==> src/source/soc_defs.svh <==
`ifndef SOC_DEFS_SVH
`define SOC_DEFS_SVH

// --------------------
// Bus widths
// --------------------
`define SOC_ADDR_W 32
`define SOC_DATA_W 32

// --------------------
// Address map
// --------------------
`define SOC_ROM_BASE   32'h0000_1000
`define SOC_ROM_WORDS  16
`define SOC_ROM_SIZE   32'h0000_0040
`define SOC_RAM_BASE   32'h8000_0000
`define SOC_RAM_WORDS  256
`define SOC_RAM_SIZE   32'h0000_0400
`define SOC_CLINT_BASE 32'h0200_0000
`define SOC_CLINT_SIZE 32'h0000_0010

// CLINT register byte offsets
`define SOC_CLINT_MTIME_LO    4'h0
`define SOC_CLINT_MTIME_HI    4'h4
`define SOC_CLINT_MTIMECMP_LO 4'h8
`define SOC_CLINT_MTIMECMP_HI 4'hC

// Cycles the debug request stays blocked after reset
`define SOC_DEBUG_HOLD_CYCLES 500

`endif

==> src/source/soc_pkg.sv <==
`include "soc_defs.svh"

package soc_pkg;

  // --------------------
  // Bus types
  // --------------------
  typedef logic [`SOC_ADDR_W-1:0] bus_addr_t;
  typedef logic [`SOC_DATA_W-1:0] bus_data_t;

  // Word indices into the memories
  typedef logic [$clog2(`SOC_ROM_WORDS)-1:0] rom_index_t;
  typedef logic [$clog2(`SOC_RAM_WORDS)-1:0] ram_index_t;

  // mtime and mtimecmp span two bus words
  typedef logic [2*`SOC_DATA_W-1:0] clint_time_t;

  // Counter for the debug hold-off window
  typedef logic [$clog2(`SOC_DEBUG_HOLD_CYCLES+1)-1:0] hold_cnt_t;

  // --------------------
  // Decoded destination
  // --------------------
  typedef enum logic [1:0] {
    TGT_ROM,
    TGT_RAM,
    TGT_CLINT,
    TGT_NONE
  } target_e;

endpackage

==> src/source/bus_router.sv <==
`timescale 1ns/10ps
`include "soc_defs.svh"

module bus_router import soc_pkg::*; (
  input  logic       clk_i,
  input  logic       ndmreset_n,
  // Request channel from the master
  input  logic       req_valid_i,
  output logic       req_ready_o,
  input  bus_addr_t  req_addr_i,
  input  logic       req_we_i,
  input  bus_data_t  req_wdata_i,
  // Response channel back to the master
  output logic       rsp_valid_o,
  input  logic       rsp_ready_i,
  output bus_data_t  rsp_rdata_o,
  output logic       rsp_err_o,
  // Target side
  output logic       rom_sel_o,
  output logic       ram_sel_o,
  output logic       clint_sel_o,
  output ram_index_t tgt_index_o,
  output logic       tgt_we_o,
  output bus_data_t  tgt_wdata_o,
  input  bus_data_t  rom_rdata_i,
  input  bus_data_t  ram_rdata_i,
  input  bus_data_t  clint_rdata_i
);

  target_e   tgt;
  logic      legal;
  logic      req_fire;
  bus_data_t rdata_mux;

  logic      rsp_valid_q;
  bus_data_t rsp_rdata_q;
  logic      rsp_err_q;

  // Base-relative compare stays safe against wrap at the top of the map
  function automatic logic in_window(bus_addr_t addr, bus_addr_t base, bus_addr_t size);
    return (addr >= base) && ((addr - base) < size);
  endfunction

  // --------------------
  // Address decode
  // --------------------
  always_comb begin
    if (in_window(req_addr_i, `SOC_ROM_BASE, `SOC_ROM_SIZE)) begin
      tgt = TGT_ROM;
    end else if (in_window(req_addr_i, `SOC_RAM_BASE, `SOC_RAM_SIZE)) begin
      tgt = TGT_RAM;
    end else if (in_window(req_addr_i, `SOC_CLINT_BASE, `SOC_CLINT_SIZE)) begin
      tgt = TGT_CLINT;
    end else begin
      tgt = TGT_NONE;
    end
  end

  // ROM is read-only
  assign legal = (tgt != TGT_NONE) && !(tgt == TGT_ROM && req_we_i);

  // Single slot accepts when empty or when it drains this cycle
  assign req_ready_o = !rsp_valid_q || rsp_ready_i;
  assign req_fire    = req_valid_i && req_ready_o;

  // --------------------
  // Target strobes
  // --------------------
  assign rom_sel_o   = req_fire && legal && (tgt == TGT_ROM);
  assign ram_sel_o   = req_fire && legal && (tgt == TGT_RAM);
  assign clint_sel_o = req_fire && legal && (tgt == TGT_CLINT);

  // Windows are aligned, so the low address bits are the word index
  assign tgt_index_o = req_addr_i[2 +: $bits(ram_index_t)];
  assign tgt_we_o    = req_we_i;
  assign tgt_wdata_o = req_wdata_i;

  // Writes and errors answer with zero data
  always_comb begin
    rdata_mux = '0;
    if (legal && !req_we_i) begin
      case (tgt)
        TGT_ROM:   rdata_mux = rom_rdata_i;
        TGT_RAM:   rdata_mux = ram_rdata_i;
        TGT_CLINT: rdata_mux = clint_rdata_i;
        default:   rdata_mux = '0;
      endcase
    end
  end

  // --------------------
  // Response slot
  // --------------------
  always_ff @(posedge clk_i or negedge ndmreset_n) begin
    if (!ndmreset_n) begin
      rsp_valid_q <= 1'b0;
    end else if (req_fire) begin
      rsp_valid_q <= 1'b1;
    end else if (rsp_ready_i) begin
      rsp_valid_q <= 1'b0;
    end
  end

  always_ff @(posedge clk_i) begin
    if (req_fire) begin
      rsp_rdata_q <= rdata_mux;
      rsp_err_q   <= !legal;
    end
  end

  assign rsp_valid_o = rsp_valid_q;
  assign rsp_rdata_o = rsp_rdata_q;
  assign rsp_err_o   = rsp_err_q;

endmodule

==> config.mk <==
export PLATFORM = sky130hd
export DESIGN_NAME = bus_router
export DESIGN_NICKNAME = d
export VERILOG_FILES = /design/src/source/soc_pkg.sv /design/src/source/bus_router.sv
export VERILOG_INCLUDE_DIRS = /design/src /design/src/source
export SDC_FILE = /design/constraint.sdc
export NUM_CORES = 1
export LEC_CHECK = 0
export BUFFER_PORTS_ARGS = -buffer_cell sky130_fd_sc_hd__buf_2
export CAP_MARGIN = 30
export CORE_AREA = 2 2 96 98
export CTS_BUF_LIST = sky130_fd_sc_hd__clkbuf_2 sky130_fd_sc_hd__clkbuf_4 sky130_fd_sc_hd__clkbuf_8
export CTS_CLUSTER_DIAMETER = 80
export DETAILED_ROUTE_END_ITERATION = 10
export DIE_AREA = 0 0 98 100
export HOLD_SLACK_MARGIN = 0.03
export MAX_ROUTING_LAYER = met4
export PLACE_DENSITY = 0.67
export REMOVE_ABC_BUFFERS = 1
export SYNTH_ARGS = -nofsm -noshare
export SYNTH_HDL_FRONTEND = slang
export SYNTH_SLANG_ARGS = --single-unit
==> constraint.sdc <==
create_clock -name clk_i -period 4.53 [get_ports clk_i]
set_input_delay 0.6795 -clock clk_i [delete_from_list [all_inputs] [get_ports clk_i]]
set_output_delay 0.6795 -clock clk_i [all_outputs]
set_load 0.03 [all_outputs]
==> results.json <==
{
  "outcome": "complete, no violations",
  "cts_sinks": 34,
  "numCtsBuffers": 5,
  "timing.rr.start": "rsp_valid_o",
  "firstDrtPassIters": 4,
  "drtIter0Drc": 148,
  "crit_path_max_fanout": 6,
  "layout_commonest_cell": "buf_2",
  "rsz0062_at_grt": "false",
  "cts_resized": 0,
  "fin_area_um2": 3400,
  "cts.path.max_buffers": 2,
  "dp.cells": 512,
  "r2r_end": "rsp_rdata_o[30]",
  "start_util_pct": 29.1,
  "overflow": 0,
  "dpl_cell_area_um2": 3260,
  "setup_viol": 0,
  "yosysWarnings": 0,
  "synth_cell_type_count": 32,
  "skew_ns": 0.00687,
  "layout_common_cells": "buf_2 (173), nand2_1 (36), nand3_1 (34)",
  "required_ns": 3.85,
  "leakagePower_uw": 0.00136,
  "hold_viol": 0,
  "num_antenna_cells": 0,
  "boundaryPins": 244,
  "maxCapViolCount": 0,
  "antenna_left": 0,
  "synth_top_area_share_pct": 38.2,
  "h-tree-depth": 2,
  "ir_drop_mv": 0.100,
  "clock_latency_ns": 0.29,
  "place.gp.congestion": 0.876,
  "crit_type": "input pin to output pin",
  "finalNonFillerCells": 520,
  "synth.avg_cell_area_um2": 9.16,
  "cts_hold_buffers": 0,
  "vias": 2821,
  "core_area_um2": 8890,
  "wl_per_cell_um": 18.7,
  "drt-total-wl_mm": 9.71,
  "synth_top_cells_by_area": "edfxtp_1 (38%), buf_4 (12%), o221ai_1 (11%)",
  "seq_area_frac_synth_pct": 39.2,
  "min_path_type": "input pin to asynchronous set/reset pin",
  "syn_area_um2": 2590,
  "finalSetupTns_ns": 0,
  "rrSetupSlack_ns": 3.11,
  "layout-drive-gt1-share_pct": 48.2,
  "nNetsFinal": 574,
  "start_kind": "input pin",
  "finalPower_uw": 852,
  "critPathCaptureType": "output pin",
  "utilization_pct": 38.3,
  "die_x_um": 98,
  "die_height_um": 100,
  "dp_hpwl_mm": 7.23,
  "power_per_cell_area_nw_per_um2": 251,
  "slew_headroom_pct": 62.2,
  "die_area_um2": 9800,
  "slew_violations": 0,
  "grt_usage_pct": 19.2,
  "post-cts-setup-buffers": 0,
  "timing.final.crit_share_pct": 72.0,
  "grt_max_degree": 36,
  "syn_to_final_growth_pct": 31.2,
  "clk_pin_slew_ns": 0.07,
  "grt_pass1_vias": 2683,
  "synth_area_leader_cell": "edfxtp_1",
  "syn-instance-count": 283,
  "r2r_cells": 4,
  "cts_tree": "done",
  "min_period_ns": 3.26,
  "rows": 35,
  "cts_root_buf": "clkbuf_8",
  "drc_errors": 0,
  "ys_seq_elements": 34,
  "worst_pin_slew_ns": 0.567,
  "fmax_mhz": 306,
  "grt_pass1_wl_mm": 14.4,
  "io_buffer_count": 173,
  "critPathArrivalTime_ns": 2.58,
  "antenna_found_initial": 0,
  "viasPerCell": 5.43
}
[worst max path at each step]
stage,from,cells after the start,slack [ns],endpoint
final,req_addr_i[25],8,1.27,clint_sel_o
after detailed placement,req_addr_i[26],8,1.29,clint_sel_o
after global placement,req_addr_i[25],8,1.30,clint_sel_o
after global routing,req_addr_i[25],8,1.11,clint_sel_o
after CTS,req_addr_i[26],8,1.29,clint_sel_o
after floorplan,req_addr_i[21],5,0.05,rom_sel_o
[synth_stat cells]
cell type,instances
a21oi_1,2
or3_1,3
dfrtp_1,1
nor4_1,6
nor2_1,5
or2_2,2
o21ai_0,3
and3b_1,1
clkbuf_1,16
nor2b_1,1
buf_2,3
o221ai_1,32
nor3_1,8
nand2b_1,3
nor3b_1,1
xnor2_1,1
or4b_2,1
inv_1,3
nand2_1,36
and3_1,2
ha_1,1
buf_4,41
nand3b_1,32
xor2_1,1
nand4b_1,3
o32ai_1,1
o22a_1,1
o211ai_1,2
edfxtp_1,33
buf_6,3
nand3_1,34
a32oi_2,1
[layout make-up]
cell class	count	area, um2
fillers	929	5490
multi-input cells	183	1170
flip-flops and latches	34	1020
repair buffers	181	926
well taps	111	139
clock buffers	5	68.8
clock inverters	3	68.8
inverters	3	11.3
[layer usage]
layer  part of all wire, %  track usage, %  up-vias
met5                     0               -        -
met4                  0.54            3.63        0
met3                    13            10.5        6
met2                    45            29.7      202
met1                    41            22.4     1325
li1                      -               -     1288
[report_power, final]
group	switching (uW)	leakage, uW	internal (uW)
logic	90.6	0.000948	62.9
registers	3.01	0.000341	356
clock network	119	0.0000683	221
total	213	0.00136	640
[sequential cells by signal, indices dropped and copies added (netlist names)]
| signal | cells |
|---|---|
| rsp_err_o | 1 |
| rsp_rdata_o | 32 |
| rsp_valid_o | 1 |
[cell families (layout without fill, tap and decap cells)]
group	after synthesis	in the layout	share of synthesized area (%)
AND/OR/NAND/NOR	138	138	29.5
buffers and inverters	66	192	16.5
AO/OA/AOI/OAI	42	42	13.7
flip-flops	34	34	39.2
XOR/XNOR	2	2	0.676
adder cells (fa/ha/maj)	1	1	0.483
[through the flow]
stage          setup slack, ns  hold slack (ns)
6_report                  1.27            0.157
5_1_grt                   1.11            0.139
4_1_cts                   1.29            0.139
3_5_place_dp              1.29            0.457
3_3_place_gp              1.30            0.454
2_1_floorplan           0.0493            0.384
[critical path, cell delays in order]
cell and delay (ns):
buf_2 0.13, inv_1 0.08, ha_1 0.27, or4b_2 0.57, nor4_1 0.33, nand2_1 0.15
nor3_1 0.15, buf_2 0.22
Power figures use the tool's default switching activity.
