## src/source/soc_defs.svh

```systemverilog
`ifndef SOC_DEFS_SVH
`define SOC_DEFS_SVH

// --------------------
// Bus widths
// --------------------
`define SOC_ADDR_W 32
`define SOC_DATA_W 32

// --------------------
// Address map
// --------------------
`define SOC_ROM_BASE   32'h0000_1000
`define SOC_ROM_WORDS  16
`define SOC_ROM_SIZE   32'h0000_0040
`define SOC_RAM_BASE   32'h8000_0000
`define SOC_RAM_WORDS  256
`define SOC_RAM_SIZE   32'h0000_0400
`define SOC_CLINT_BASE 32'h0200_0000
`define SOC_CLINT_SIZE 32'h0000_0010

// CLINT register byte offsets
`define SOC_CLINT_MTIME_LO    4'h0
`define SOC_CLINT_MTIME_HI    4'h4
`define SOC_CLINT_MTIMECMP_LO 4'h8
`define SOC_CLINT_MTIMECMP_HI 4'hC

// Cycles the debug request stays blocked after reset
`define SOC_DEBUG_HOLD_CYCLES 500

`endif

```

## src/source/soc_pkg.sv

```systemverilog
`include "soc_defs.svh"

package soc_pkg;

  // --------------------
  // Bus types
  // --------------------
  typedef logic [`SOC_ADDR_W-1:0] bus_addr_t;
  typedef logic [`SOC_DATA_W-1:0] bus_data_t;

  // Word indices into the memories
  typedef logic [$clog2(`SOC_ROM_WORDS)-1:0] rom_index_t;
  typedef logic [$clog2(`SOC_RAM_WORDS)-1:0] ram_index_t;

  // mtime and mtimecmp span two bus words
  typedef logic [2*`SOC_DATA_W-1:0] clint_time_t;

  // Counter for the debug hold-off window
  typedef logic [$clog2(`SOC_DEBUG_HOLD_CYCLES+1)-1:0] hold_cnt_t;

  // --------------------
  // Decoded destination
  // --------------------
  typedef enum logic [1:0] {
    TGT_ROM,
    TGT_RAM,
    TGT_CLINT,
    TGT_NONE
  } target_e;

endpackage

```

## src/source/debug_hold.sv

```systemverilog
`timescale 1ns/10ps
`include "soc_defs.svh"

module debug_hold import soc_pkg::*; (
  input  logic clk_i,
  input  logic ndmreset_n,
  input  logic debug_req_i,
  output logic debug_req_o
);

  // Gives the boot code time to run before a halt request lands
  hold_cnt_t hold_cnt_q;

  always_ff @(posedge clk_i or negedge ndmreset_n) begin
    if (!ndmreset_n) begin
      hold_cnt_q <= hold_cnt_t'(`SOC_DEBUG_HOLD_CYCLES);
    end else if (hold_cnt_q != '0) begin
      hold_cnt_q <= hold_cnt_q - 1'b1;
    end
  end

  // Pass-through once the window has expired
  assign debug_req_o = (hold_cnt_q == '0) && debug_req_i;

endmodule

```

## config.mk

```make
export PLATFORM = sky130hd
export DESIGN_NAME = debug_hold
export DESIGN_NICKNAME = d
export VERILOG_FILES = /design/src/source/soc_pkg.sv /design/src/source/debug_hold.sv
export VERILOG_INCLUDE_DIRS = /design/src /design/src/source
export SDC_FILE = /design/constraint.sdc
export NUM_CORES = 1
export LEC_CHECK = 0
export ABC_AREA = 0
export BUFFER_PORTS_ARGS = -buffer_cell sky130_fd_sc_hd__buf_2
export CORE_AREA = 4 4 41 43
export DETAILED_ROUTE_END_ITERATION = 10
export DIE_AREA = 0 0 45 47
export PLACE_DENSITY_LB_ADDON = 0.1
export SYNTH_ARGS = -nofsm -noshare
export SYNTH_HDL_FRONTEND = slang
export SYNTH_SLANG_ARGS = --single-unit
export TNS_END_PERCENT = 30
```

## constraint.sdc

```tcl
create_clock -name clk_i -period 2.39 [get_ports clk_i]
set_input_delay 0.3585 -clock clk_i [delete_from_list [all_inputs] [get_ports clk_i]]
set_output_delay 0.3585 -clock clk_i [all_outputs]
set_load 0.005 [all_outputs]
```

==> impl_metrics.tcl, run 1 <==
set metrics [dict create \
    status "finished clean" \
    io_pins 4 \
    drtAntennaViolNets 0 \
    top_register "hold_cnt_q" \
    drv_cap 0 \
    syn_to_final_growth_pct 19.2 \
    clk_pin_slew_ns 0.06 \
    tns_ns 0 \
    grt_util_all_layers_pct 9.63 \
    cts_sinks 9 \
    critPathKind "reg -> out" \
    crit_fanout 5 \
    crit_arrival_ns 1.86 \
    slew_viol_final 0 \
    dieArea_um2 2120 \
    place.gp.congestion 0.692 \
    synth_seq_area_share_pct 52.4 \
    root_buffer "clkbuf_4" \
    slew_headroom_pct 78.4 \
    drc 0 \
    max_freq_mhz 451 \
    largest_reg_flops 9 \
    synth_fp_nets 43 \
    fin_nets 54 \
    critPathMaxStageDelay_ns 0.59 \
    diodes 0 \
    top_regs "hold_cnt_q (9)" \
    cp_slowest_cell "or4_4" \
    dp.final_hpwl_um 570 \
    cp_data_required_time_ns 2.03 \
    final_cells 64 \
    h-tree-depth 1 \
    grtUsageMet2_pct 15.3 \
    synth_cell_types 20 \
    vias_per_cell 4.84 \
    grt_overflow_total 0 \
    grt_max_degree 10 \
    grt_pass1_wl_mm 1.50 \
    min_path_type "in -> async" \
    cts_resized 0 \
    fp.dieW_um 45 \
    first_pass_iters 6 \
    dp_cells 57 \
    insertion_delay_ns 0.25 \
    drive_above_1_share_pct 42.9 \
    fillerInstances 138 \
    post-route-period-util_pct 92.8 \
    startpoint_type "flop" \
    vias 310 \
    dr.first_iter.drc_count 8 \
    core_um2 1300 \
    setup_violations 0 \
    grt.busiest_layer "met2" \
    ff2ff_path_depth 4 \
    row_count 13 \
    grt_pass1_vias 356 \
    start_util_pct 34.1 \
    wl_per_cell_um 12.4 \
    fin_crit_ns 2.22 \
    cts_tree "done" \
    crit_chain "or4_4 > nor4_4 > and2_2 > buf_2" \
    ys_ff_latch 9 \
    cts_buffers 3 \
    hold_viol 0 \
    clockBufferDepth 2 \
    end_kind "output port" \
    rsz0062_at_grt "no" \
    syn-instance-count 39 \
    use_met3_pct 2.30 \
    finalClockSkew_ns 0.00249 \
    die_h_um 47 \
    antenna_found_initial 0 \
    port_buffers 3 \
    tightest_slew_ns 0.325 \
    met1_usage_pct 12.8 \
    power.static_leakage_uw 0.000244 \
    powerDensity_nw_per_um2 517 \
    postSynthAreaPerCell_um2 11.4 \
    syn_area_um2 444 \
    ir_worst_vdd_v 0.000299 \
    yosysWarnings 0 \
    routed_wirelength_um 795 \
]
[through the flow]
stage	instance area (µm²)	hold WS [ns]	setup slack, ns	total power, µW	utilization (%)
after floorplan	444	0.0629	0.562	156	-
after CTS	514	0.488	0.0781	277	39.5
after detailed placement	478	0.215	0.361	161	36.7
final	529	0.479	0.173	274	40.7
after global placement	478	0.214	0.387	161	36.7
after global routing	529	0.517	0.0857	287	40.7
[Yosys cell counts, drive strengths merged]
cell	n	area [µm²]
xnor2	1	8.76
nor3	2	10.0
dfstp	6	158
dfrtp	3	75.1
ha	1	12.5
o31a	1	10.0
o21bai	1	7.51
nor2	2	7.51
nand2b	2	12.5
or2	2	12.5
mux2	1	11.3
o21ai	6	30.0
or3	2	12.5
o31ai	2	15.0
inv	2	7.51
nand2	1	3.75
or4	1	11.3
mux2i	1	10.0
nor4	1	21.3
and2	1	7.51
[cell usage in the layout, fill, tap and decap left out, drive strengths merged, types with 2 or more instances in the layout]
cell and count:
o21ai 6, or2 2, dfrtp 3, nor2 2
nor3 2, inv 2, nand2b 2, o31ai 2
dfstp 6, clkbuf 4, or3 2, buf 5
[routing by layer]
layer  wire length (µm)  part of all wire [%]
met5                  0                     0
met3                 22                   2.8
met4                  5                  0.63
met2                365                    46
met1                401                    50
[what timing repair did]
item / in CTS / in global routing
endpoints found under the setup margin: 0 / 1
hold endpoints to repair: 3 / 0
hold buffers: 1 / 0
setup buffers: 0 / 2
[final timing paths]
kind / from / to / slack [ns]
setup / recovery: hold_cnt_q[3] / debug_req_o / 0.17
hold / removal: ndmreset_n / hold_cnt_q[3] / 0.48
setup reg to reg: hold_cnt_q[3] / hold_cnt_q[1] / 0.64
hold reg to reg: hold_cnt_q[0] / hold_cnt_q[0] / 0.50
max in group asynchronous: ndmreset_n / hold_cnt_q[6] / 1.67
min in group clk_i: hold_cnt_q[0] / hold_cnt_q[0] / 0.50
[kinds of logic after synthesis]
family / after synthesis / synth area share [%]
multiplexers: 2 / 4.79
buffers and inverters: 2 / 1.69
AO/OA/AOI/OAI: 10 / 14.1
AND/OR/NAND/NOR: 14 / 22.3
XOR/XNOR: 1 / 1.97
adder cells (fa/ha/maj): 1 / 2.82
flip-flops: 9 / 52.4
[critical path: cells and delay by family (launching register included)]
family / cells / cell delay (ns)
buffers and inverters: 1 / 0.10
and+or+nand+nor: 3 / 1.09
DFF: 1 / 0.41
[report_power, final]
group / switching, µW / leakage (µW) / internal [µW] / total (µW)
clock: 49.7 / 0.0000150 / 64.1 / 114
combinational: 3.65 / 0.000125 / 3.35 / 7.00
sequential: 0 / 0.000104 / 153 / 153
total: 53.4 / 0.000244 / 220 / 274
[layout make-up]
class	instances	area (µm²)	share of cell area, %
Inverter	2	7.51	1.42
Multi-Input combinational cell	28	204	38.5
Tap cell	15	18.8	3.55
Clock buffer	4	26.3	4.96
Timing Repair Buffer	6	40.0	7.57
Sequential cell	9	233	44.0
No activity file was read; power rests on OpenSTA's default activity.
==> inputs of run 2 (changes only) <==
==> constraint.sdc (replaced) <==
create_clock -name clk_i -period 2 [get_ports clk_i]
set_input_delay 0.3 -clock clk_i [delete_from_list [all_inputs] [get_ports clk_i]]
set_output_delay 0.3 -clock clk_i [all_outputs]
set_load 0.005 [all_outputs]
==> impl_metrics.tcl, run 2 (synthesized netlist as in run 1, its figures left out) <==
set metrics [dict create \
    status "finished clean" \
    power.switching_uw 63.1 \
    h-tree-depth 1 \
    crit_arrival_ns 1.63 \
    first_pass_iters 2 \
    max_freq_mhz 519 \
    grt_pass1_wl_mm 1.21 \
    vias 306 \
    cts_buffers 3 \
    tns_ns 0 \
    powerDensity_nw_per_um2 626 \
    critPathMaxStageDelay_ns 0.57 \
    tightest_slew_ns 0.313 \
    top_register "hold_cnt_q" \
    clockBufferDepth 2 \
    min_path_type "in -> async" \
    pwr-share-clk_pct 41.5 \
    syn_to_final_growth_pct 17.5 \
    clk_pin_slew_ns 0.06 \
    grt_max_degree 10 \
    slew_headroom_pct 79.2 \
    finalClockSkew_ns 0.00197 \
    grt_overflow_total 0 \
    fp.dieW_um 45 \
    row_count 13 \
    post-route-period-util_pct 96.4 \
    cp_data_required_time_ns 1.70 \
    drv_cap 0 \
    critPathKind "reg -> out" \
    routed_wirelength_um 747 \
    dieArea_um2 2120 \
    p_comb_share_pct 2.5 \
    power.static_leakage_uw 0.000240 \
    ir_worst_vdd_v 0.000298 \
    wl_per_cell_um 11.9 \
    end_kind "output port" \
    vias_per_cell 4.86 \
    drtAntennaViolNets 0 \
    port_buffers 3 \
    final_cell_mix "o21ai_0 (6), dfstp_2 (6), clkbuf_4 (3), dfrtp_1 (3), buf_2 (3)" \
    drive_above_1_share_pct 41.7 \
    root_buffer "clkbuf_4" \
    dr.first_iter.drc_count 8 \
    setup_violations 0 \
    antenna_found_initial 0 \
    die_h_um 47 \
    cts_tree "done" \
    slew_viol_final 0 \
    startpoint_type "flop" \
    insertion_delay_ns 0.26 \
    fin_nets 53 \
    largest_reg_flops 9 \
    rsz0062_at_grt "no" \
    p_int_uw 263 \
    core_um2 1300 \
    seqPwrFrac_pct 56.0 \
    fin_crit_ns 1.93 \
    post_cts_buffers 0 \
    place.gp.congestion 0.761 \
    cp_slowest_cell "or4_4" \
    p_sw_share_pct 19.3 \
    drc 0 \
    crit_fanout 5 \
    start_util_pct 34.1 \
    grt_util_all_layers_pct 8.37 \
    diodes 0 \
    grt_pass1_vias 282 \
    io_pins 4 \
    power.total_uw 327 \
    cts_sinks 9 \
    top_regs "hold_cnt_q (9)" \
    hold_viol 0 \
    crit_chain "or4_4 > nor4_4 > and2_2 > buf_2" \
]
-- run 2: worst max-delay path, delay by kind of cell, from the launching register on --
kind | cells | cell delay, ns
flops | 1 | 0.37
simple gates | 3 | 0.90
buf+inv | 1 | 0.10
-- run 2: power groups by stage --
stage | clock [µW] | combinational, µW | sequential, µW
2_1_floorplan | 0 | 1.11 | 186
3_5_place_dp | 0 | 7.10 | 186
6_report | 136 | 8.06 | 183
5_1_grt | 152 | 9.44 | 183
4_1_cts | 138 | 8.60 | 183
3_3_place_gp | 0 | 7.03 | 186
-- run 2: stage by stage --
step / worst slack (ns) / util [%] / cell area, µm² / instances / hold slack (ns)
global placement: 0.225 / 37.3 / 485 / 58 / 0.155
finish: 0.0729 / 40.1 / 522 / 63 / 0.407
CTS: 0.0530 / 40.1 / 522 / 63 / 0.421
detailed placement: 0.221 / 37.3 / 485 / 58 / 0.157
global route: 0.00137 / 40.1 / 522 / 63 / 0.428
floorplan: 0.230 / - / 444 / 39 / 0.00441
-- run 2: final cells by class --
| class | count | area [µm²] |
|---|---|---|
| tap | 15 | 18.8 |
| fill | 138 | 779 |
| inverter | 2 | 7.51 |
| clock buffer | 4 | 26.3 |
| timing repair buffer | 5 | 32.5 |
| sequential | 9 | 233 |
| multi-input combinational | 28 | 204 |
-- run 2: final timing paths --
check | to | cells after the start | startpoint | slack (ns)
min in group clk_i | hold_cnt_q[0] | 1 | hold_cnt_q[0] | 0.51
max | debug_req_o | 4 | hold_cnt_q[4] | 0.07
max in group asynchronous | hold_cnt_q[5] | 2 | ndmreset_n | 1.35
min | hold_cnt_q[1] | 2 | ndmreset_n | 0.41
min reg2reg | hold_cnt_q[0] | 1 | hold_cnt_q[0] | 0.51
max reg2reg | hold_cnt_q[1] | 4 | hold_cnt_q[4] | 0.47
-- run 2: timing repair --
action	CTS	global route
resized for setup	0	0
hold buffers	1	0
hold endpoints to repair	3	0
endpoints found under the setup margin	1	0
-- run 2: per-layer routing --
layer	wire length [µm]	up-vias	global-route usage (%)
met5	0	-	0
met3	41	2	4.60
li1	-	159	-
met1	339	140	10.0
met2	357	5	12.4
met4	8	0	3.51
