File: config.mk
export PLATFORM = sky130hd
export DESIGN_NAME = boot_rom
export DESIGN_NICKNAME = d
export VERILOG_FILES = /design/src/source/soc_pkg.sv /design/src/source/boot_rom.sv
export VERILOG_INCLUDE_DIRS = /design/src /design/src/source
export SDC_FILE = /design/constraint.sdc
export NUM_CORES = 1
export LEC_CHECK = 0
export BUFFER_PORTS_ARGS = -buffer_cell sky130_fd_sc_hd__buf_2
export CAP_MARGIN = 25
export CORE_MARGIN = 2
export CORE_UTILIZATION = 35
export DETAILED_ROUTE_END_ITERATION = 10
export PLACE_DENSITY = 0.68
export SYNTH_ARGS = -nofsm -noshare
export SYNTH_HDL_FRONTEND = slang
export SYNTH_SLANG_ARGS = --single-unit
File: constraint.sdc
create_clock -name vclk -period 2.9
set_input_delay 0.29 -clock vclk [all_inputs]
set_output_delay 0.29 -clock vclk [all_outputs]
set_load 0.01 [all_outputs]
File: src/source/soc_defs.svh
`ifndef SOC_DEFS_SVH
`define SOC_DEFS_SVH

// --------------------
// Bus widths
// --------------------
`define SOC_ADDR_W 32
`define SOC_DATA_W 32

// --------------------
// Address map
// --------------------
`define SOC_ROM_BASE   32'h0000_1000
`define SOC_ROM_WORDS  16
`define SOC_ROM_SIZE   32'h0000_0040
`define SOC_RAM_BASE   32'h8000_0000
`define SOC_RAM_WORDS  256
`define SOC_RAM_SIZE   32'h0000_0400
`define SOC_CLINT_BASE 32'h0200_0000
`define SOC_CLINT_SIZE 32'h0000_0010

// CLINT register byte offsets
`define SOC_CLINT_MTIME_LO    4'h0
`define SOC_CLINT_MTIME_HI    4'h4
`define SOC_CLINT_MTIMECMP_LO 4'h8
`define SOC_CLINT_MTIMECMP_HI 4'hC

// Cycles the debug request stays blocked after reset
`define SOC_DEBUG_HOLD_CYCLES 500

`endif

File: src/source/soc_pkg.sv
`include "soc_defs.svh"

package soc_pkg;

  // --------------------
  // Bus types
  // --------------------
  typedef logic [`SOC_ADDR_W-1:0] bus_addr_t;
  typedef logic [`SOC_DATA_W-1:0] bus_data_t;

  // Word indices into the memories
  typedef logic [$clog2(`SOC_ROM_WORDS)-1:0] rom_index_t;
  typedef logic [$clog2(`SOC_RAM_WORDS)-1:0] ram_index_t;

  // mtime and mtimecmp span two bus words
  typedef logic [2*`SOC_DATA_W-1:0] clint_time_t;

  // Counter for the debug hold-off window
  typedef logic [$clog2(`SOC_DEBUG_HOLD_CYCLES+1)-1:0] hold_cnt_t;

  // --------------------
  // Decoded destination
  // --------------------
  typedef enum logic [1:0] {
    TGT_ROM,
    TGT_RAM,
    TGT_CLINT,
    TGT_NONE
  } target_e;

endpackage

File: src/source/boot_rom.sv
`timescale 1ns/10ps
`include "soc_defs.svh"

module boot_rom import soc_pkg::*; (
  input  logic       rom_sel_i,
  input  rom_index_t rom_index_i,
  output bus_data_t  rom_rdata_o
);

  // --------------------
  // Boot program
  // --------------------
  localparam bus_data_t ROM_TABLE [`SOC_ROM_WORDS] = '{
    32'h0000_0297,  // auipc t0, 0
    32'h0202_8293,
    32'h0002_8067,
    32'hf140_2573,  // hart id into a0
    32'h0000_0597,
    32'h0305_8593,
    32'h8000_02b7,  // jump target is the scratchpad
    32'h0002_8067,
    32'h1050_0073,  // wfi
    32'hffdf_f06f,
    32'h0000_0013,
    32'h0000_0013,
    32'hd00d_feed,
    32'h0000_0040,
    32'h0000_1000,
    32'hc0de_b007
  };

  // Idle output when not selected
  assign rom_rdata_o = rom_sel_i ? ROM_TABLE[rom_index_i] : '0;

endmodule

==> results of run 1 <==
==> cell type report <==
class	count	area (sq um)
inverter	6	22.5
timing repair buffer	36	180
multi-input combinational	70	479
fill	162	822
tap	16	20.0
==> synthesized netlist by cell type, types with 2 or more instances <==
master	n
nand2b_1	2
and2b_1	2
nor2_1	10
o21ai_0	5
buf_2	2
inv_1	5
a21oi_1	7
a211oi_2	3
nand2_1	9
ha_1	7
a211oi_1	2
buf_4	5
==> power by group <==
group / leakage (nW) / internal, mW / switching (mW)
clock network: 0 / 0 / 0
registers: 0 / 0 / 0
logic: 0.417 / 0.0406 / 0.0653
==> metal layers <==
| layer | GRT usage, % | vias up | share of wire (%) |
|---|---|---|---|
| li1 | - | 352 | - |
| met1 | 22.4 | 297 | 48 |
| met2 | 23.2 | 32 | 44 |
| met3 | 0.400 | 0 | 7.5 |
| met4 | 0 | 0 | 0 |
| met5 | 0 | - | 0 |
==> kinds of logic (layout without fill, tap and decap cells) <==
group           count (synthesis)  count (layout)
compound gates                 30              30
simple gates                   30              30
buf+inv                        16              42
fa+ha+maj                       7               7
other cells                     1               1
xor+xnor                        1               1
mux                             1               1
==> worst max path at each step <==
stage          slack [ns]      startpoint  cells past startpoint         endpoint
6_report             0.99  rom_index_i[1]                      7  rom_rdata_o[30]
5_1_grt              0.89  rom_index_i[1]                      7  rom_rdata_o[31]
4_1_cts              0.99  rom_index_i[1]                      7  rom_rdata_o[30]
3_5_place_dp         0.99  rom_index_i[1]                      7  rom_rdata_o[30]
3_3_place_gp         1.05  rom_index_i[1]                      7  rom_rdata_o[13]
2_1_floorplan        1.22  rom_index_i[0]                      6  rom_rdata_o[30]
==> layout by cell type (no fill, tap or decap), types with 2 or more instances in the layout <==
master and count:
a211oi_1 2, a211oi_2 3, a21oi_1 7, and2b_1 2, buf_2 36, ha_1 7, inv_1 5, nand2_1 9
nand2b_1 2, nor2_1 10, o21ai_0 5
==> results_dict.tcl, run 1 <==
set metrics [dict create \
    synth_nets 98 \
    core_sq_um 1520 \
    io_buffer_count 36 \
    critPathMaxFanout 10 \
    cp.required_ns 2.61 \
    synthAdderAreaFrac_pct 15.1 \
    path_delay_family "buffers and inverters" \
    synth_top_family_by_area "compound AO/OA/AOI/OAI gates" \
    fin_crit_ns 1.91 \
    synth_top_area_cell "ha_1" \
    avgSynthCellArea_sq_um 6.75 \
    synth_mux_area_share_pct 1.72 \
    ant_nets 0 \
    netlist_top_cells_area "ha_1 15%, a211oi_2 6.5%, buf_4 6.5%" \
    timing.fmax_mhz 523 \
    die_y_microns 44.7 \
    track_usage_pct 14.4 \
    cp_slowest_cell "ha_1" \
    antennaDiodeCount 0 \
    dieWidth_microns 44.7 \
    critPathLaunchType "input port" \
    crit_arrival_ns 1.62 \
    drt_iter0_markers 13 \
    num_rows 14 \
    yosys_warnings 0 \
    tns_ns 0 \
    worst-setup-path-type "input port to output port" \
    synth_xor_area_share_pct 1.51 \
    antenna_found_initial 0 \
    final_layout_size_suffix_gt1_share_pct 41.1 \
    grt_pass1_wl_microns 2300 \
    min_from "rom_sel_i" \
    start_util_pct 38.1 \
    end_kind "output port" \
    cts_hold_buffers 0 \
    dp_slack_ns 0.991 \
    synth_top_area_share_pct 15.1 \
    gp_congestion 0.867 \
    ys_types 39 \
    drt-vias-per-instance 5.32 \
    seq_cell_count 0 \
    setup_viol 0 \
    dp.cells 128 \
    max-cap-violations 0 \
    min_to "rom_rdata_o[4]" \
    vias 681 \
    hold_viol 0 \
    power_density_nw_per_um2 151 \
    area_growth_pct 20.9 \
    dr.pass1.iters 4 \
    wirelength_microns 1560 \
    grt_max_degree 25 \
    worst_path_most_repeated_cell "buf_2" \
    grt_overflow_total 0 \
    synth_cells 86 \
    hold_path_depth 3 \
    status "complete, no violations" \
    fin_nets 126 \
    max_stage_delay_ns 0.33 \
    ios 37 \
    hp-class "input port to output port" \
    routedWlPerCell_microns 12.2 \
    fin_area_sq_um 702 \
    post-cts-setup-buffers 0 \
    drcViolationCount 0 \
    yosys.area_share.simple_pct 25.9 \
    final_util_pct 46.1 \
    grt_setup_unrepaired "no" \
    worst_ir_drop_vdd_mv 0.0610 \
    fin_hold_ws_ns 0.991 \
    place_area_sq_um 702 \
    seq_area_sq_um 0 \
    fin_crit_sh_pct 66.0 \
    nClkBuffers 0 \
    syn-cell-area_sq_um 581 \
    dpl.hpwl_microns 1240 \
    path_cells "buf_2 -> inv_1 -> ha_1 -> nand2b_1 -> a21o_1 -> o21ai_0 -> buf_2" \
    drv_slew 0 \
    crit_buf_inv 3 \
    grt_pass1_vias 503 \
    total_power_uw 106 \
    finish.cell_count_without_fillers 128 \
    synth_compound_area_share_pct 37.7 \
    worst_slack_ns 0.987 \
    seq_area_frac_synth_pct 0 \
    p_leak_nw 0.417 \
    cts_resized 0 \
    die_area_sq_um 2000 \
]
(Power assumes the default switching activity.)
==> inputs of run 2 (changes only) <==
PLACE_DENSITY = 0.71   (was 0.68)
clock period = 1.6 ns   (was 2.9 ns; I/O delays follow)
==> run 2 against run 1 <==
  * Worst hold slack worse by 0.26 ns
  * Final cell count is 3.9% higher
  * Non-clock buffer count is 5 higher
  * Flip-flop and latch count stayed put
  * First-iteration DRC count shrank 38%
  * Utilization up 2.5 points
  * Routed wire length grew 3.7%
  * Global-route usage rose by 1.7 points
  * Critical endpoint unchanged
  * Combinational power increased by 92%
  * Power is 92% higher
  * Via count grew 4.1%
==> results_dict.tcl, run 2 (synthesis gave the netlist of run 1 again) <==
set metrics [dict create \
    setup_viol 0 \
    final_cell_mix "36 x buf_2, 10 x nor2_1, 9 x nand2_1" \
    fin_nets 131 \
    min_from "rom_sel_i" \
    grt_max_degree 20 \
    end_kind "output port" \
    hold_viol 0 \
    dpl.hpwl_microns 1300 \
    hold_path_depth 3 \
    area_growth_pct 27.4 \
    min_to "rom_rdata_o[4]" \
    dr.pass1.iters 4 \
    grt_setup_unrepaired "no" \
    final_common_cell "buf_2" \
    fin_hold_ws_ns 0.728 \
    grt_overflow_total 0 \
    dp.cells 133 \
    max_stage_delay_ns 0.30 \
    drt_iter0_markers 8 \
    drt-vias-per-instance 5.33 \
    timing.fmax_mhz 674 \
    worst-setup-path-type "input port to output port" \
    crit_arrival_ns 1.32 \
    fin_crit_sh_pct 92.7 \
    crit_buf_inv 3 \
    hp-class "input port to output port" \
    cts_hold_buffers 0 \
    drcViolationCount 0 \
    final_layout_size_suffix_gt1_share_pct 44.4 \
    num_rows 14 \
    power_density_nw_per_um2 276 \
    wirelength_microns 1620 \
    start_util_pct 38.1 \
    post-cts-setup-buffers 0 \
    cp.required_ns 1.44 \
    routedWlPerCell_microns 12.2 \
    p_leak_nw 0.440 \
    fin_area_sq_um 739 \
    die_y_microns 44.7 \
    grt_pass1_vias 580 \
    path_delay_family "buffers and inverters" \
    place_area_sq_um 739 \
    track_usage_pct 16.0 \
    seq_area_sq_um 0 \
    vias 709 \
    dieWidth_microns 44.7 \
    worst_path_most_repeated_cell "buf_2" \
    core_sq_um 1520 \
    gp_congestion 0.870 \
    finish.cell_count_without_fillers 133 \
    path_cells "buf_2 -> inv_2 -> ha_1 -> nand2b_1 -> a21o_1 -> o21ai_0 -> buf_2" \
    status "complete, no violations" \
    antenna_found_initial 0 \
    grt_pass1_wl_microns 2550 \
    io_buffer_count 36 \
    tns_ns 0 \
    drv_slew 0 \
    critPathLaunchType "input port" \
    die_area_sq_um 2000 \
    critPathMaxFanout 6 \
    cp_slowest_cell "ha_1" \
    fin_crit_ns 1.48 \
    ios 37 \
    antennaDiodeCount 0 \
    ant_nets 0 \
    seq_cell_count 0 \
    max-cap-violations 0 \
    nClkBuffers 0 \
    worst_ir_drop_vdd_mv 0.130 \
]
==> run 2: layout make-up <==
type / count / area [sq um]
timing repair buffer: 41 / 218
fill: 172 / 785
tap: 16 / 20.0
multi-input combinational: 70 / 479
inverter: 6 / 22.5
==> run 2: report_power, final <==
| group | internal [mW] | switching [mW] | leakage, nW |
|---|---|---|---|
| combinational | 0.0828 | 0.121 | 0.440 |
| clock | 0 | 0 | 0 |
| sequential | 0 | 0 | 0 |
==> run 2: routing by layer <==
metal	vias to the layer above	part of all wire [%]	GRT usage [%]	wire (microns)
li1	357	-	-	-
met1	327	46	21.9	745
met2	25	48	29.3	770
met3	0	6.3	0.800	102
met4	0	0	0	0
met5	-	0	0	0
==> run 2: how the worst max path moves through the flow <==
stage	startpoint	cells after the start	slack [ns]	endpoint
after floorplan	rom_index_i[0]	6	0.18	rom_rdata_o[30]
after global placement	rom_index_i[0]	7	0.12	rom_rdata_o[30]
after detailed placement	rom_index_i[0]	7	0.06	rom_rdata_o[30]
after CTS	rom_index_i[0]	7	0.06	rom_rdata_o[30]
after global routing	rom_index_i[0]	7	0.03	rom_rdata_o[13]
final	rom_index_i[0]	7	0.12	rom_rdata_o[30]
==> run 2: what timing repair did <==
action	in CTS	in global routing
setup endpoints to repair	0	5
resized for setup	0	1
hold endpoints to repair	0	0
==> run 2: tightest hold or removal path, stage by stage <==
cell,delay [ns]
buf_2,0.16
o311a_1,0.12
buf_2,0.13
==> run 2: per-stage QoR <==
| stage | utilization [%] | worst slack (ns) | power [mW] |
|---|---|---|---|
| 2_1_floorplan | - | 0.180 | 0.140 |
| 6_report | 48.5 | 0.117 | 0.204 |
| 4_1_cts | 48.5 | 0.0574 | 0.204 |
| 5_1_grt | 48.5 | 0.0321 | 0.224 |
| 3_5_place_dp | 48.5 | 0.0561 | 0.204 |
| 3_3_place_gp | 48.5 | 0.115 | 0.201 |
==> inputs of run 3 (changes only) <==
CORE_MARGIN = not set   (was 2)
==> run 3 against run 2 <==
  * Flip-flop and latch count unchanged
  * Power down 0.62%
  * Die area down 8.7%
  * Critical path depth unchanged
  * Cell area unchanged
  * Critical endpoint is now rom_rdata_o[13]
  * Maximum frequency down 2.1%
  * Count of clock-buffer cells in the layout unchanged
==> results_dict.tcl, run 3 (synthesis gave the netlist of run 1 again) <==
set metrics [dict create \
    status "complete, no violations" \
    final_layout_size_suffix_gt1_share_pct 43.6 \
    grt_pass1_vias 567 \
    antenna_found_initial 0 \
    min_to "rom_rdata_o[4]" \
    total_power_uw 203 \
    critPathMaxFanout 6 \
    min_from "rom_sel_i" \
    die_area_sq_um 1830 \
    drcViolationCount 0 \
    drt_iter0_markers 12 \
    area_growth_pct 27.4 \
    ant_nets 0 \
    grt_pass1_wl_microns 2430 \
    multi_input_area_sq_um 479 \
    max-cap-violations 0 \
    power_density_nw_per_um2 274 \
    fin_crit_sh_pct 94.6 \
    nClkBuffers 0 \
    cp.required_ns 1.44 \
    io_buffer_count 36 \
    hold_path_depth 3 \
    fin_crit_ns 1.51 \
    seq_area_sq_um 0 \
    num_rows 14 \
    track_usage_pct 16.1 \
    dr.pass1.iters 4 \
    start_util_pct 38.1 \
    grt_max_degree 19 \
    gp_congestion 0.886 \
    grt_setup_unrepaired "no" \
    critPathLaunchType "input port" \
    drv_slew 0 \
    worst_slack_ns 0.0862 \
    p_leak_nw 0.441 \
    dp_slack_ns 0.0382 \
    end_kind "output port" \
    hold_viol 0 \
    worst_ir_drop_vdd_mv 0.123 \
    core_sq_um 1520 \
    seq_cell_count 0 \
    dpl.hpwl_microns 1260 \
    fillCellCount 169 \
    setup_viol 0 \
    dieWidth_microns 42.7 \
    antennaDiodeCount 0 \
    hp-class "input port to output port" \
    vias 688 \
    drt-vias-per-instance 5.17 \
    crit_arrival_ns 1.35 \
    final_common_cell "buf_2" \
    fin_nets 131 \
    final_cell_mix "36 x buf_2, 10 x nor2_1, 9 x nand2_1" \
    grt_overflow_total 0 \
    routedWlPerCell_microns 11.7 \
    ios 37 \
    worst-setup-path-type "input port to output port" \
    timing.fmax_mhz 661 \
    tns_ns 0 \
    cts_hold_buffers 0 \
    wirelength_microns 1560 \
    die_y_microns 42.7 \
]
-- run 3: cell counts in the layout (fill, tap and decap cells not counted) --
Identical to the previous run, type by type.
-- run 3: power breakdown --
| part | internal [mW] | total (mW) | leakage [nW] | switching [mW] |
|---|---|---|---|---|
| combinational | 0.0825 | 0.203 | 0.441 | 0.120 |
| sequential | 0 | 0 | 0 | 0 |
| clock | 0 | 0 | 0 | 0 |
-- run 3: worst max path at each step --
stage | slack, ns | to | startpoint | cells past startpoint
floorplan | 0.18 | rom_rdata_o[30] | rom_index_i[0] | 6
global placement | 0.12 | rom_rdata_o[31] | rom_index_i[0] | 7
detailed placement | 0.04 | rom_rdata_o[13] | rom_index_i[0] | 7
CTS | 0.04 | rom_rdata_o[13] | rom_index_i[0] | 7
global route | 0.003 | rom_rdata_o[13] | rom_index_i[0] | 7
finish | 0.09 | rom_rdata_o[13] | rom_index_i[0] | 7
-- run 3: final cells by class --
class | instances | area share [%]
multi-input cells | 70 | 64.8
inverters | 6 | 3.05
repair buffers | 41 | 29.4
well taps | 16 | 2.71
-- run 3: timing repair --
action / CTS / global route
endpoints found under the setup margin: 0 / 3
endpoints found under the hold margin: 0 / 0
buffers inserted: 0 / 0
gates resized for setup: 0 / 1
-- run 3: through the flow --
stage | hold WS (ns) | area (sq um) | utilization, % | cells
finish | 0.725 | 739 | 48.5 | 133
global route | 0.755 | 739 | 48.5 | 133
CTS | 0.726 | 739 | 48.5 | 133
detailed placement | 0.725 | 739 | 48.5 | 133
global placement | 0.726 | 739 | 48.5 | 133
floorplan | 0.389 | 581 | - | 86
-- run 3: layer usage --
metal | track usage (%) | part of all wire [%] | vias to the layer above
met4 | 1.25 | 0.83 | 0
met5 | 0 | 0 | -
li1 | - | - | 354
met3 | 0 | 4.5 | 2
met2 | 28.5 | 49 | 24
met1 | 22.6 | 46 | 308
-- run 3: worst max-delay path, stage by stage --
cell      delay (ns)
buf_2           0.14
inv_1           0.11
ha_1            0.31
nand2b_1        0.14
a21o_1          0.22
o21ai_1         0.11
buf_2           0.15
